`src/conv_macros.svh`:
```
`ifndef CONV_MACROS_SVH
`define CONV_MACROS_SVH

// sizes shared by the codec front end

// longest supported code, sets polynomial and register width
`define MAX_CONSTRAINT_LENGTH 9

// output bits per input bit at rate 1/3
`define MAX_CODE_RATE 3

// state width is one less than the register
`define MAX_STATE_REG_NUM 8

// input pairs per state in the radix-4 trellis
`define RADIX 4

// bits in one input pair
`define DECODE_BIT_NUM 2

`endif
```
`src/conv_data_pkg.sv`:
```
`default_nettype none

`include "conv_macros.svh"

package conv_data_pkg;

    // code configuration, must hold still while a request is up
    typedef struct packed
    {
        logic [3:0] k; // constraint length in range 3 to 9
        logic [`MAX_CODE_RATE - 1:0][`MAX_CONSTRAINT_LENGTH - 1:0] poly; // unused entry is zero
    } code_cfg_t;

    // one radix-4 trellis branch as sent on the branch port
    typedef struct packed
    {
        logic [`DECODE_BIT_NUM - 1:0]    pair;   // bit 0 goes in first
        logic [`MAX_STATE_REG_NUM - 1:0] state;  // starting state
        logic [`MAX_CODE_RATE - 1:0]     second; // symbol of second transition
        logic [`MAX_CODE_RATE - 1:0]     first;  // symbol of first transition
    } branch_word_t;

endpackage

`default_nettype wire

```
`src/conv_ctrl_pkg.sv`:
```
`default_nettype none

package conv_ctrl_pkg;

    // command opcodes on the request port
    typedef enum logic [1:0]
    {
        OP_CLEAR  = 2'd0, // zero the encoder state
        OP_ENCODE = 2'd1, // encode one bit
        OP_SCAN   = 2'd2  // walk the whole trellis
    } conv_op_e;

    // controller states
    typedef enum logic [2:0]
    {
        ST_IDLE      = 3'd0, // waiting for a request
        ST_ENCODE    = 3'd1, // encode result settling
        ST_CLEAR     = 3'd2, // state zeroed
        ST_SCAN_SEND = 3'd3, // load next branch word once ack is low
        ST_SCAN_WAIT = 3'd4, // branch request up, waiting for ack
        ST_DONE      = 3'd5  // ack held until request drops
    } ctrl_state_e;

    // one command as seen on i_cmd
    typedef struct packed
    {
        conv_op_e op;   // what to do
        logic     data; // input bit for encode
    } conv_cmd_t;

endpackage

`default_nettype wire

```
`src/conv_top.sv`:
```
`timescale 1ns/1ps
`default_nettype none

`include "conv_macros.svh"

module conv_top
(
    input  logic                        clk,
    input  logic                        rst,
    input  conv_data_pkg::code_cfg_t    i_cfg,      // stable while i_req is high
    input  logic                        i_req,      // command request
    input  conv_ctrl_pkg::conv_cmd_t    i_cmd,      // op and encode bit
    input  logic                        i_br_ack,   // branch word accepted
    output logic                        o_ack,      // command complete
    output logic [`MAX_CODE_RATE - 1:0] o_enc_data, // valid while o_ack is high
    output logic                        o_br_req,   // branch word on offer
    output conv_data_pkg::branch_word_t o_branch    // stable while o_br_req is high
);

logic scan_clear;  // counter restart
logic scan_step;   // counter advance
logic scan_last;   // counter on final branch
logic enc_step;    // encode one bit
logic state_clear; // zero encoder state
logic br_load;     // capture branch word
logic [`DECODE_BIT_NUM - 1:0] scan_pair;     // counter pair digit
logic [`MAX_STATE_REG_NUM - 1:0] scan_state; // counter state digit

conv_ctrl_fsm i_conv_ctrl_fsm
(
    .clk           (clk),
    .rst           (rst),
    .i_req         (i_req),
    .i_cmd         (i_cmd),
    .i_br_ack      (i_br_ack),
    .i_scan_last   (scan_last),
    .o_ack         (o_ack),
    .o_br_req      (o_br_req),
    .o_scan_clear  (scan_clear),
    .o_scan_step   (scan_step),
    .o_enc_step    (enc_step),
    .o_state_clear (state_clear),
    .o_br_load     (br_load)
);

conv_scan_counter i_conv_scan_counter
(
    .clk     (clk),
    .rst     (rst),
    .i_cfg   (i_cfg),
    .i_clear (scan_clear),
    .i_step  (scan_step),
    .o_pair  (scan_pair),
    .o_state (scan_state),
    .o_last  (scan_last)
);

conv_encoder i_conv_encoder
(
    .clk           (clk),
    .rst           (rst),
    .i_cfg         (i_cfg),
    .i_bit         (i_cmd.data), // only sampled on an encode step
    .i_enc_step    (enc_step),
    .i_state_clear (state_clear),
    .i_br_load     (br_load),
    .i_pair        (scan_pair),
    .i_state       (scan_state),
    .o_enc_data    (o_enc_data),
    .o_branch      (o_branch)
);

endmodule

`default_nettype wire

```
`src/conv_encoder.sv`:
```
`timescale 1ns/1ps
`default_nettype none

`include "conv_macros.svh"

module conv_encoder
(
    input  logic                            clk,
    input  logic                            rst,
    input  conv_data_pkg::code_cfg_t        i_cfg,         // polynomials used for parity
    input  logic                            i_bit,         // bit to encode
    input  logic                            i_enc_step,    // register symbol and shift state
    input  logic                            i_state_clear, // zero the shift register
    input  logic                            i_br_load,     // capture branch word
    input  logic [`DECODE_BIT_NUM - 1:0]    i_pair,        // scan input pair
    input  logic [`MAX_STATE_REG_NUM - 1:0] i_state,       // scan state
    output logic [`MAX_CODE_RATE - 1:0]     o_enc_data,    // last encoded symbol
    output conv_data_pkg::branch_word_t     o_branch       // last captured branch word
);

logic [`MAX_STATE_REG_NUM - 1:0] enc_state; // encode mode state, bit 0 is newest
logic [`MAX_CODE_RATE - 1:0] enc_sym;     // symbol for enc_state plus i_bit
logic [`MAX_CODE_RATE - 1:0] first_sym;   // scan state with pair bit 0 appended
logic [`MAX_CODE_RATE - 1:0] second_sym;  // one step on, pair bit 1 appended
logic [`MAX_CONSTRAINT_LENGTH - 1:0] enc_reg;    // full register in encode mode
logic [`MAX_CONSTRAINT_LENGTH - 1:0] first_reg;  // full register for first transition
logic [`MAX_CONSTRAINT_LENGTH - 1:0] second_reg; // full register for second transition
conv_data_pkg::branch_word_t branch_nxt; // word offered to the branch register

// parity of the register under each generator polynomial
function automatic logic [`MAX_CODE_RATE - 1:0] parity_sym
(
    input logic [`MAX_CODE_RATE - 1:0][`MAX_CONSTRAINT_LENGTH - 1:0] poly,
    input logic [`MAX_CONSTRAINT_LENGTH - 1:0]                       sreg
);
    logic [`MAX_CODE_RATE - 1:0] sym;
    sym = '0;
    for (int i = 0; i < `MAX_CODE_RATE; i++)
    begin
        sym[i] = ^(sreg & poly[i]); // zero polynomial gives a zero bit
    end
    return sym;
endfunction

assign enc_reg    = {enc_state, i_bit}; // new bit enters at bit 0
assign first_reg  = {i_state, i_pair[0]};
assign second_reg = {i_state[`MAX_STATE_REG_NUM - 2:0], i_pair[0], i_pair[1]}; // shifted once

assign enc_sym    = parity_sym(i_cfg.poly, enc_reg);
assign first_sym  = parity_sym(i_cfg.poly, first_reg);
assign second_sym = parity_sym(i_cfg.poly, second_reg);

always_comb
begin
    branch_nxt.pair   = i_pair;
    branch_nxt.state  = i_state;
    branch_nxt.second = second_sym;
    branch_nxt.first  = first_sym;
end

// encode path, one bit per step
always_ff @(posedge clk or negedge rst)
begin
    if (!rst)
    begin
        enc_state  <= '0;
        o_enc_data <= '0;
    end
    else
    begin
        if (i_state_clear)
        begin
            enc_state <= '0;
        end
        else if (i_enc_step)
        begin
            enc_state <= {enc_state[`MAX_STATE_REG_NUM - 2:0], i_bit}; // shift left, take bit
        end

        if (i_enc_step)
        begin
            o_enc_data <= enc_sym;
        end
        else if (i_state_clear || i_br_load)
        begin
            o_enc_data <= '0; // clear and scan report no symbol
        end
    end
end

// branch word register, held while the word is on offer
always_ff @(posedge clk or negedge rst)
begin
    if (!rst)
    begin
        o_branch <= '0;
    end
    else if (i_br_load)
    begin
        o_branch <= branch_nxt;
    end
end

endmodule

`default_nettype wire

```
`src/conv_scan_counter.sv`:
```
`timescale 1ns/1ps
`default_nettype none

`include "conv_macros.svh"

module conv_scan_counter
(
    input  logic                            clk,
    input  logic                            rst,
    input  conv_data_pkg::code_cfg_t        i_cfg,   // constraint length sets the bound
    input  logic                            i_clear, // back to the first branch
    input  logic                            i_step,  // move to the next branch
    output logic [`DECODE_BIT_NUM - 1:0]    o_pair,  // low digit, runs fastest
    output logic [`MAX_STATE_REG_NUM - 1:0] o_state, // high digit
    output logic                            o_last   // final branch of this K
);

logic [3:0] k_eff; // constraint length held inside the supported range
logic [`MAX_STATE_REG_NUM:0] state_span; // number of states, 2^(K-1)
logic [`MAX_STATE_REG_NUM - 1:0] state_max; // highest state index
logic pair_wrap; // pair digit at its top value

always_comb
begin
    if (i_cfg.k < 4'd3)
    begin
        k_eff = 4'd3;
    end
    else if (i_cfg.k > 4'(`MAX_CONSTRAINT_LENGTH))
    begin
        k_eff = 4'(`MAX_CONSTRAINT_LENGTH);
    end
    else
    begin
        k_eff = i_cfg.k;
    end
end

assign state_span = {{`MAX_STATE_REG_NUM{1'b0}}, 1'b1} << (k_eff - 4'd1);
assign state_max  = state_span[`MAX_STATE_REG_NUM - 1:0] - 1'b1; // 256 wraps to 255 at K=9
assign pair_wrap  = (o_pair == `DECODE_BIT_NUM'(`RADIX - 1));
assign o_last     = pair_wrap && (o_state == state_max);

always_ff @(posedge clk or negedge rst)
begin
    if (!rst)
    begin
        o_pair  <= '0;
        o_state <= '0;
    end
    else if (i_clear)
    begin
        o_pair  <= '0;
        o_state <= '0;
    end
    else if (i_step)
    begin
        if (pair_wrap)
        begin
            o_pair  <= '0;
            o_state <= o_state + 1'b1; // all four pairs done for this state
        end
        else
        begin
            o_pair <= o_pair + 1'b1;
        end
    end
end

endmodule

`default_nettype wire

```
`src/conv_ctrl_fsm.sv`:
```
`timescale 1ns/1ps
`default_nettype none

module conv_ctrl_fsm
(
    input  logic                     clk,
    input  logic                     rst,
    input  logic                     i_req,         // command request, four-phase
    input  conv_ctrl_pkg::conv_cmd_t i_cmd,         // stable while i_req is high
    input  logic                     i_br_ack,      // branch word taken
    input  logic                     i_scan_last,   // counter sits on the final branch
    output logic                     o_ack,         // command complete
    output logic                     o_br_req,      // branch word offered
    output logic                     o_scan_clear,  // restart the trellis counter
    output logic                     o_scan_step,   // advance the trellis counter
    output logic                     o_enc_step,    // encode i_cmd.data and shift
    output logic                     o_state_clear, // zero the encoder state
    output logic                     o_br_load      // capture the current branch word
);

conv_ctrl_pkg::ctrl_state_e state_q;   // current controller state
conv_ctrl_pkg::ctrl_state_e state_nxt; // next controller state
logic last_q; // word now on the branch port is the final one

always_ff @(posedge clk or negedge rst)
begin
    if (!rst)
    begin
        state_q <= conv_ctrl_pkg::ST_IDLE;
        last_q  <= 1'b0;
    end
    else
    begin
        state_q <= state_nxt;
        if (o_scan_clear)
        begin
            last_q <= 1'b0; // fresh scan
        end
        else if (o_br_load)
        begin
            last_q <= i_scan_last; // remember if this load was the end
        end
    end
end

always_comb
begin
    state_nxt     = state_q;
    o_scan_clear  = 1'b0;
    o_scan_step   = 1'b0;
    o_enc_step    = 1'b0;
    o_state_clear = 1'b0;
    o_br_load     = 1'b0;
    case (state_q)
        conv_ctrl_pkg::ST_IDLE:
        begin
            if (i_req)
            begin
                case (i_cmd.op)
                    conv_ctrl_pkg::OP_ENCODE:
                    begin
                        o_enc_step = 1'b1; // result lands on the first edge
                        state_nxt  = conv_ctrl_pkg::ST_ENCODE;
                    end
                    conv_ctrl_pkg::OP_CLEAR:
                    begin
                        o_state_clear = 1'b1;
                        state_nxt     = conv_ctrl_pkg::ST_CLEAR;
                    end
                    conv_ctrl_pkg::OP_SCAN:
                    begin
                        o_scan_clear = 1'b1; // counter starts at pair 0 state 0
                        state_nxt    = conv_ctrl_pkg::ST_SCAN_SEND;
                    end
                    default:
                    begin
                        state_nxt = conv_ctrl_pkg::ST_DONE; // unknown op just acks
                    end
                endcase
            end
        end
        conv_ctrl_pkg::ST_ENCODE, conv_ctrl_pkg::ST_CLEAR:
        begin
            state_nxt = conv_ctrl_pkg::ST_DONE; // ack on the second edge
        end
        conv_ctrl_pkg::ST_SCAN_SEND:
        begin
            if (!i_br_ack) // previous handshake fully closed
            begin
                if (last_q)
                begin
                    state_nxt = conv_ctrl_pkg::ST_DONE;
                end
                else
                begin
                    o_br_load   = 1'b1;
                    o_scan_step = !i_scan_last; // next word computes while this one waits
                    state_nxt   = conv_ctrl_pkg::ST_SCAN_WAIT;
                end
            end
        end
        conv_ctrl_pkg::ST_SCAN_WAIT:
        begin
            if (i_br_ack)
            begin
                state_nxt = conv_ctrl_pkg::ST_SCAN_SEND; // drop request
            end
        end
        conv_ctrl_pkg::ST_DONE:
        begin
            if (!i_req)
            begin
                state_nxt = conv_ctrl_pkg::ST_IDLE; // ack falls after request
            end
        end
        default:
        begin
            state_nxt = conv_ctrl_pkg::ST_IDLE;
        end
    endcase
end

assign o_ack    = (state_q == conv_ctrl_pkg::ST_DONE);
assign o_br_req = (state_q == conv_ctrl_pkg::ST_SCAN_WAIT); // word already registered here

endmodule

`default_nettype wire

```
`config.mk`:
```
export PLATFORM = sky130hd
export DESIGN_NAME = conv_top
export DESIGN_NICKNAME = d
export VERILOG_FILES = /design/src/conv_data_pkg.sv /design/src/conv_ctrl_pkg.sv /design/src/conv_top.sv /design/src/conv_encoder.sv /design/src/conv_scan_counter.sv /design/src/conv_ctrl_fsm.sv
export VERILOG_INCLUDE_DIRS = /design/src
export SDC_FILE = /design/constraint.sdc
export NUM_CORES = 1
export LEC_CHECK = 0
export BUFFER_PORTS_ARGS = -buffer_cell sky130_fd_sc_hd__buf_2
export CORE_MARGIN = 4
export CORE_UTILIZATION = 45
export CTS_BUF_LIST = sky130_fd_sc_hd__clkbuf_2 sky130_fd_sc_hd__clkbuf_4 sky130_fd_sc_hd__clkbuf_8
export CTS_CLUSTER_SIZE = 10
export DETAILED_ROUTE_END_ITERATION = 8
export PLACE_DENSITY = 0.67
export SLEW_MARGIN = 20
export SYNTH_ARGS = -nofsm -noshare
export SYNTH_HDL_FRONTEND = slang
export SYNTH_HIERARCHICAL = 1
export SYNTH_SLANG_ARGS = --single-unit
```
`constraint.sdc`:
```
create_clock -name clk -period 2.9 [get_ports clk]
set_clock_uncertainty 0.2 [all_clocks]
set_input_delay 0.145 -clock clk [delete_from_list [all_inputs] [get_ports clk]]
set_output_delay 0.145 -clock clk [all_outputs]
set_load 0.05 [all_outputs]
```
After elaboration in Yosys (flattened, before gate mapping)
Index checks and enable logic that the tools add are counted.
{"block": "word_totals", "reg_bits": 41, "input_bits": 38, "out_inout_bits": 21, "elab_cells": 97}
{"block": "classes", "n_addsub": 4, "order_cmp": 2, "eq_ne": 13, "shift": 1, "muxes": 36, "n_bitwise": 9, "n_reduce_logical": 22}
{"op": "9-bit bitwise AND", "n": 9}
{"op": "9-bit XOR reduction", "n": 9}
{"op": "8-bit two-way mux", "n": 5}
{"op": "1-bit two-way mux", "n": 18}
{"op": "3-bit two-way mux", "n": 6}
{"op": "3-bit case mux with 5 select lines", "n": 1}
{"op": "2-bit nonzero test", "n": 5}
{"op": "3-bit case mux with 3 select lines", "n": 1}
{"op": "8-bit by 1-bit adder with 8-bit output (second input constant)", "n": 1}
{"op": "8-bit == test", "n": 1}
{"op": "4-bit two-way mux", "n": 2}
{"op": "2-bit != test (second input constant)", "n": 4}
{"op": "1-bit by 4-bit << shifter with 8-bit output (first input constant)", "n": 1}
{"op": "8-bit by 1-bit subtractor with 8-bit output (second input constant)", "n": 1}
{"op": "3-bit by 2-bit == test with 1-bit output (second input constant)", "n": 2}
{"op": "3-bit == test (second input constant)", "n": 2}
{"op": "2-bit two-way mux", "n": 3}
{"op": "2-bit == test (second input constant)", "n": 2}
{"op": "4-bit > comparator (second input constant)", "n": 1}
{"op": "4-bit by 2-bit less-than comparator with 1-bit output (second input constant)", "n": 1}
{"op": "4-bit AND reduction", "n": 1}
{"op": "4-bit by 1-bit subtractor with 4-bit output (second input constant)", "n": 1}
{"op": "3-bit by 1-bit == test with 1-bit output (second input constant)", "n": 1}
{"op": "3-bit zero test", "n": 1}
{"op": "8 further kinds", "n": 8}

Longest topological paths before layout
Gate-level depths: netlist of the first run.
{"block": "depth", "depth_word": 14, "ltp_mapped": 11, "depth_no_buf": 10}

By module
The synthesis of the first run kept the hierarchy.
{"mod": "conv_encoder", "n_inst": 1, "cells_per_inst": 211, "area_per_inst_um2": 2053.2, "seq_area_each_um2": 675.6}
{"mod": "conv_scan_counter", "n_inst": 1, "cells_per_inst": 78, "area_per_inst_um2": 737.0, "seq_area_each_um2": 250.2}
{"mod": "conv_ctrl_fsm", "n_inst": 1, "cells_per_inst": 33, "area_per_inst_um2": 334.1, "seq_area_each_um2": 100.1}

Least setup slack after synthesis of the first run
OpenSTA, ideal clock, no wires.
{"block": "synth_timing", "path_type": "register -> register", "from": "reg i_conv_scan_counter.o_pair[0]", "to": "reg i_conv_scan_counter.o_state[3]", "t_arrival_ps": 2189, "path_slack_ps": 379, "stages_incl_launch_ff": 12, "n_path_buf": 1, "synth_period_minus_slack_ps": 2521, "cell_sequence": "dfrtp_1 ha_1 o211ai_1 a221oi_2 o2111ai_1 nor4_2 and2b_2 buf_4 a21oi_2 nor3_1 xnor2_1 nor2_1"}
{"block": "synth_via", "elab_chain_len": 8}
{"element": "start: declaration", "line_no": "conv_scan_counter.sv:13", "text": "output logic [`DECODE_BIT_NUM - 1:0] o_pair,"}
{"element": "start signal: assignment", "line_no": "conv_scan_counter.sv:65", "text": "o_pair <= o_pair + 1'b1;"}
{"element": "2-bit == test", "line_no": "conv_scan_counter.sv:41", "text": "assign pair_wrap = (o_pair == `DECODE_BIT_NUM'(`RADIX - 1));"}
{"element": "1-bit logical AND", "line_no": "conv_scan_counter.sv:42", "text": "assign o_last = pair_wrap && (o_state == state_max);"}
{"element": "net scan_last", "line_no": "conv_top.sv:22", "text": "logic scan_last;"}
{"element": "1-bit zero test", "line_no": "conv_ctrl_fsm.sv:97", "text": "o_scan_step = !i_scan_last;"}
{"element": "1-bit two-way mux", "line_no": "conv_ctrl_fsm.sv:90", "text": "if (last_q)"}
{"element": "1-bit two-way mux", "line_no": "conv_ctrl_fsm.sv:88", "text": "if (!i_br_ack)"}
{"element": "1-bit two-way mux", "line_no": "conv_ctrl_fsm.sv:54", "text": "case (state_q)"}
{"element": "net scan_step", "line_no": "conv_top.sv:21", "text": "logic scan_step;"}
{"element": "2-bit nonzero test (no source line)"}
{"element": "2-bit AND reduction (no source line)"}
{"element": "end signal: assignment", "line_no": "conv_scan_counter.sv:61", "text": "o_state <= o_state + 1'b1;"}
{"element": "end: declaration", "line_no": "conv_scan_counter.sv:14", "text": "output logic [`MAX_STATE_REG_NUM - 1:0] o_state,"}
The timed path passes the listed nets, and every way through them passes these cells.
A chain may end at the register's enable or synchronous reset.

Final worst setup path of the first run
{"block": "layout_timing", "from": "reg i_conv_scan_counter.o_pair[1]", "to": "reg i_conv_scan_counter.o_state[3]"}
The elaborated chain is that of the path after synthesis.

==> metrics, run 1 <==
outcome completed; setup bufs post-CTS 0; GRT Overall Usage 19.0%; Post-Layout Cell Count 475; die width 91.3 microns; Hold Path Cell Cnt 3; final WL 7600 microns; synth top area cells dfrtp_1 33%, xnor2_1 13%, nand2_1 11%; Worst Hold Class in2reg; switching power share of the total 42.7%; syn avg cell area 9.70 sq um; async set or reset register ratio after synthesis 100%; # IOs 59; Synth Warn # 6; reg-to-reg endpoint i_conv_scan_counter/o_state[3]; Hold Crit Start i_cmd[1]; Rel. slew slack 38.4%; max-cap violation count 0; final setup fails 0; Finished Core Util 54.8%; internal power 0.00156 W; top_reg_cell synth dfrtp_1; DPL Wire Length 5710 microns; clock network power share 17.6%; most common cell after layout, fill and taps aside nand2_1; ANT cells 0; worst r2r path cells 10; Hold EP i_conv_ctrl_fsm/state_q[0]; CP arrival 2.65 ns; Pwr per Cell Area 732 nW/um^2; CTS buffer count 5; DRT iter0 DRCs 123; post-route ant nets 0; first-pass GRT wire length 12,800 microns; FP Rows 30; Reg clk slew, reported paths 0.08 ns; post-synth top area share 32.8%; RePlAce Congestion 0.831; post-route clock period utilization 92.2%; most frequent cells in the layout 90 x nand2_1, 58 x buf_2, 45 x xnor2_1; cts hold-fix bufs 6; Psw 0.00116 W; reg-to-reg startpoint i_conv_scan_counter/o_pair[1]; r2r setup slk 0.23 ns; initial antenna violation count 0; Starting Density 46.2%; RSZ-0062 raised after global routing no; sequential share of the synthesized area 32.8%; Hold Vio Cnt, Final 0; CTS Buffer Depth 2; clk_lat worst skew 0.29 ns; Die Height 91.3 microns; Cell Chain, Critical Path ha_1 > o211ai_1 > a221oi_2 > o2111ai_1 > nor4_2 > and2b_2 > a21oi_2 > nor3_1 > xnor2_1 > nor2_1; # clock sinks 41; drt first pass iters 4; cts repair resizes 0; post-synthesis register bit count 41; Crit Path Class reg2reg; min cycle time layout 2.67 ns; TritonCTS clock tree yes; number of synthesized flops with an enable pin 0; via-per-instance ratio 5.36; CP peak stage delay 0.47 ns; Crit. End Element flip-flop; Final Max Tran Viols 0; placed insts 461; Data required, critical path 2.88 ns; DRC 0; Max Clk Rate 0.374 GHz; fin nets 435; area added between synthesis and finish 18.6%; H-tree depth 2; largest net degree at the start of global routing 42; Slowest-stage cell, CP dfrtp_1; full die area 8340 sq um; pin slew with the least headroom to its limit 0.924 ns; vias in the first global route 2,647; Fillers 630; setup TNS 0 ns; mapped cell area 3120 sq um; VDD IR max 0.348 mV; Netlist cell types 51; IO buf count 58; sequential power share 32.7%; routed vias 2,547; Core ar. 6760 sq um; Lkg Pwr 1.70 nW; Comb pwr share 49.7%; GRT overflow 0; Root Driver clkbuf_8; post-synth top area cell dfrtp_1; Routed wire per std cell 16.0 microns; Crit Path Max Fanout 6; layout cells sized above 1 28.1%; CP Launch Type flip-flop; Synth Instances 322
[synth_stat cells, types with 2 or more instances]
library cell and count:
buf_4 2, a221oi_2 2, mux2_2 16, xnor2_4 2
nand2_1 90, o21ai_0 2, xnor2_2 3, nor2_1 21
o21ai_1 2, mux2i_1 10, nand3_1 3, ha_1 3
nor3_1 4, xnor3_1 9, dfrtp_1 41, a222oi_1 2
nor4_2 4, and4b_1 2, inv_2 2, a31oi_1 2
xnor2_1 45, xor2_1 17, clkbuf_1 3, buf_6 3
inv_1 2, a21oi_1 3, a22o_1 3
[registers in the layout, indices dropped and copies added (netlist names)]
register	cells
i_conv_encoder/o_branch	16
i_conv_encoder/enc_state	8
i_conv_scan_counter/o_state	8
i_conv_ctrl_fsm/state_q	3
i_conv_encoder/o_enc_data	3
i_conv_scan_counter/o_pair	2
i_conv_ctrl_fsm/last_q	1
[per-layer routing]
| metal | up-vias | global-route usage [%] | share of wire [%] |
|---|---|---|---|
| met5 | - | 0 | 0 |
| met4 | 0 | 4.65 | 1.3 |
| met3 | 13 | 3.40 | 4.7 |
| met2 | 69 | 33.0 | 50 |
| met1 | 1245 | 24.6 | 44 |
| li1 | 1220 | - | - |
[logic make-up after synthesis]
logic type	Yosys count	share of synthesized area [%]
flip-flops	41	32.8
AND/OR/NAND/NOR	136	20.5
adder cells (fa/ha/maj)	3	1.20
buffers and inverters	14	2.68
XOR/XNOR	76	27.2
other	1	0.120
AO/OA/AOI/OAI	25	6.53
multiplexers	26	8.97
[power groups by stage]
stage	combinational [W]	clock (W)	sequential, W
3_3_place_gp	0.00133	0	0.000887
5_1_grt	0.00145	0.000515	0.000905
6_report	0.00135	0.000478	0.000886
4_1_cts	0.00136	0.000492	0.000886
3_5_place_dp	0.00135	0	0.000897
2_1_floorplan	0.000819	0	0.00113
[worst max path at each step]
stage,slack [ns],from,to
after floorplan,0.38,i_conv_scan_counter/o_pair[0],i_conv_scan_counter/o_state[3]
final,0.23,i_conv_scan_counter/o_pair[1],i_conv_scan_counter/o_state[3]
after CTS,0.25,i_conv_scan_counter/o_pair[1],i_conv_scan_counter/o_state[3]
after detailed placement,0.27,i_conv_scan_counter/o_pair[1],i_conv_scan_counter/o_state[3]
after global placement,0.36,i_conv_scan_counter/o_pair[1],i_conv_scan_counter/o_state[3]
after global routing,0.05,i_conv_scan_counter/o_pair[1],i_conv_scan_counter/o_state[3]
[cell type report]
| cell class | count | area [sq um] | share of cell area (%) |
|---|---|---|---|
| multi-input cells | 268 | 2020 | 54.5 |
| flip-flops and latches | 41 | 1030 | 27.7 |
| repair buffers | 74 | 425 | 11.5 |
| well taps | 80 | 100 | 2.70 |
| clock buffers | 6 | 82.6 | 2.23 |
| clock inverters | 2 | 37.5 | 1.01 |
| inverters | 4 | 15.0 | 0.405 |
[critical path, delay by kind of cell (launching register included)]
kind	cells	cell delay (ns)
compound gates	4	0.74
xor+xnor	1	0.14
fa+ha+maj	1	0.30
flops	1	0.47
simple gates	4	0.72
[stage by stage]
step	instance area (sq um)	total power [W]	setup slack, ns	hold slack, ns
after global routing	3700	0.00287	0.0462	0.132
after CTS	3700	0.00274	0.248	0.0676
final	3700	0.00271	0.226	0.0851
after floorplan	3130	0.00195	0.379	-0.351
after detailed placement	3520	0.00225	0.270	0.149
after global placement	3520	0.00222	0.364	0.146
No activity file was read; power rests on OpenSTA's default activity.
==> run 2, diff against run 1 <==
--- a/config.mk
+++ b/config.mk
@@ -12,7 +12,8 @@
 export CTS_BUF_LIST = sky130_fd_sc_hd__clkbuf_2 sky130_fd_sc_hd__clkbuf_4 sky130_fd_sc_hd__clkbuf_8
 export CTS_CLUSTER_SIZE = 10
 export DETAILED_ROUTE_END_ITERATION = 8
-export PLACE_DENSITY = 0.67
+export PLACE_DENSITY_LB_ADDON = 0.2
+export RECOVER_POWER = 25
 export SLEW_MARGIN = 20
 export SYNTH_ARGS = -nofsm -noshare
 export SYNTH_HDL_FRONTEND = slang
==> run 2 against run 1 <==
- first-iteration DRC count down 28%
- setup slack better by 0.073 ns
- sequential share of layout area about the same
- register-to-register slack better by 0.07 ns
- critical endpoint is now i_conv_scan_counter/o_state[6]
- largest cell class unchanged
==> metrics, run 2 (synthesis gave the netlist of run 1 again) <==
outcome completed; CP arrival 2.59 ns; drt first pass iters 4; final WL 7780 microns; pin slew with the least headroom to its limit 1.42 ns; setup bufs post-CTS 0; min cycle time layout 2.60 ns; cts hold-fix bufs 6; Hold Crit Start i_cmd[2]; Worst Setup SP i_conv_scan_counter/o_pair[1]; area added between synthesis and finish 18.7%; Global Route met1 Usage 27.3%; fin nets 437; reg-to-reg startpoint i_conv_scan_counter/o_pair[1]; # clock sinks 41; Rel. slew slack 5.49%; Die Height 91.3 microns; DPL Wire Length 5740 microns; cts repair resizes 0; most frequent cells in the layout 90 x nand2_1, 57 x buf_2, 45 x xnor2_1; Starting Density 46.2%; H-tree depth 2; most common cell after layout, fill and taps aside nand2_1; Root Driver clkbuf_8; Pwr per Cell Area 728 nW/um^2; Reg clk slew, reported paths 0.09 ns; CTS buffer count 5; Hold EP i_conv_ctrl_fsm/state_q[0]; Worst Hold Class in2reg; Routed wire per std cell 16.3 microns; full die area 8340 sq um; setup TNS 0 ns; VDD IR max 0.266 mV; layout cells sized above 1 27.8%; worst r2r path cells 10; Finished Core Util 54.9%; Reg area 1030 sq um; post-route ant nets 0; Lkg Pwr 1.72 nW; max reg flops 16; TritonCTS clock tree yes; routed vias 2,502; initial antenna violation count 0; Final Max Tran Viols 0; GRT overflow 0; Crit Path Max Fanout 6; Largest Register i_conv_encoder/o_branch; CTS Buffer Depth 2; Hold Path Cell Cnt 3; Core ar. 6760 sq um; via-per-instance ratio 5.26; r2r setup slk 0.30 ns; RSZ-0062 raised after global routing no; Top Registers i_conv_encoder/o_branch: 16 flops, i_conv_encoder/enc_state: 8 flops, i_conv_scan_counter/o_state: 8 flops; RePlAce Congestion 0.813; ANT cells 0; Hold Vio Cnt, Final 0; Crit. End Element flip-flop; DRC 0; die width 91.3 microns; DRT iter0 DRCs 88; met2 usage 31.7%; reg-to-reg endpoint i_conv_scan_counter/o_state[6]; routing usage on met3 2.90%; Fillers 629; CP Launch Type flip-flop; first-pass GRT wire length 13,000 microns; final setup fails 0; post-route clock period utilization 89.7%; Crit Path Class reg2reg; multi-input combinational cell area 2020 sq um; Most Crowded Layer GR met2; FP Rows 30; largest net degree at the start of global routing 42; max-cap violation count 0; clk_lat worst skew 0.30 ns; vias in the first global route 2,537; GRT Overall Usage 19.6%; Max Clk Rate 0.384 GHz; Data required, critical path 2.89 ns; # IOs 59; total power 0.00270 W; IO buf count 58
==> run 2: cell count changes in the layout (fill, tap and decap cells not counted) <==
| cell | change |
|---|---|
| clkbuf_1 | +1 |
| clkinvlp_4 | -1 |
| clkinv_2 | +1 |
| dlymetal6s4s_1 | +1 |
| buf_4 | +1 |
| buf_2 | -1 |
| clkbuf_8 | -1 |
==> run 2: power by group <==
part | internal (W) | leakage (nW) | switching (W)
Clock | 0.000251 | 0.0540 | 0.000213
Combinational | 0.000564 | 1.11 | 0.000794
Sequential | 0.000712 | 0.550 | 0.000167
==> run 2: stage by stage <==
step | worst slack (ns) | cell area [sq um] | hold WS, ns | instances
5_1_grt | 0.0292 | 3710 | 0.0623 | 476
3_3_place_gp | 0.358 | 3530 | 0.148 | 462
3_5_place_dp | 0.286 | 3530 | 0.163 | 462
6_report | 0.299 | 3710 | 0.0131 | 476
2_1_floorplan | 0.379 | 3130 | -0.351 | 323
4_1_cts | 0.277 | 3700 | 0.00547 | 475
==> run 2: worst max-delay path, stage by stage (launching register included) <==
cell and delay (ns):
dfrtp_1 0.44, ha_1 0.30, o211ai_1 0.14, a221oi_2 0.17, o2111ai_1 0.14, nor4_2 0.19, and2b_2 0.31, a21oi_2 0.29
nor4_2 0.10, xnor2_1 0.14, nor2_1 0.06
==> run 2: cell type report <==
type                       count  area share [%]
sequential                    41            27.7
inverter                       4           0.405
clock inverter                 2           0.945
clock buffer                   5            1.86
multi-input combinational    268            54.4
tap                           80            2.70
timing repair buffer          76            12.0
==> run 2: worst max path at each step <==
| stage | to | cells after the start |
|---|---|---|
| 5_1_grt | i_conv_encoder/o_branch[8] | 3 |
| 2_1_floorplan | i_conv_scan_counter/o_state[3] | 11 |
| 3_3_place_gp | i_conv_scan_counter/o_state[3] | 10 |
| 4_1_cts | i_conv_scan_counter/o_state[6] | 10 |
| 6_report | i_conv_scan_counter/o_state[6] | 10 |
| 3_5_place_dp | i_conv_scan_counter/o_state[4] | 10 |
==> run 2: routing by layer <==
metal | part of all wire, % | wire [microns]
met4 | 1.3 | 101
met3 | 5.0 | 392
met5 | 0 | 0
met1 | 46 | 3600
met2 | 47 | 3680
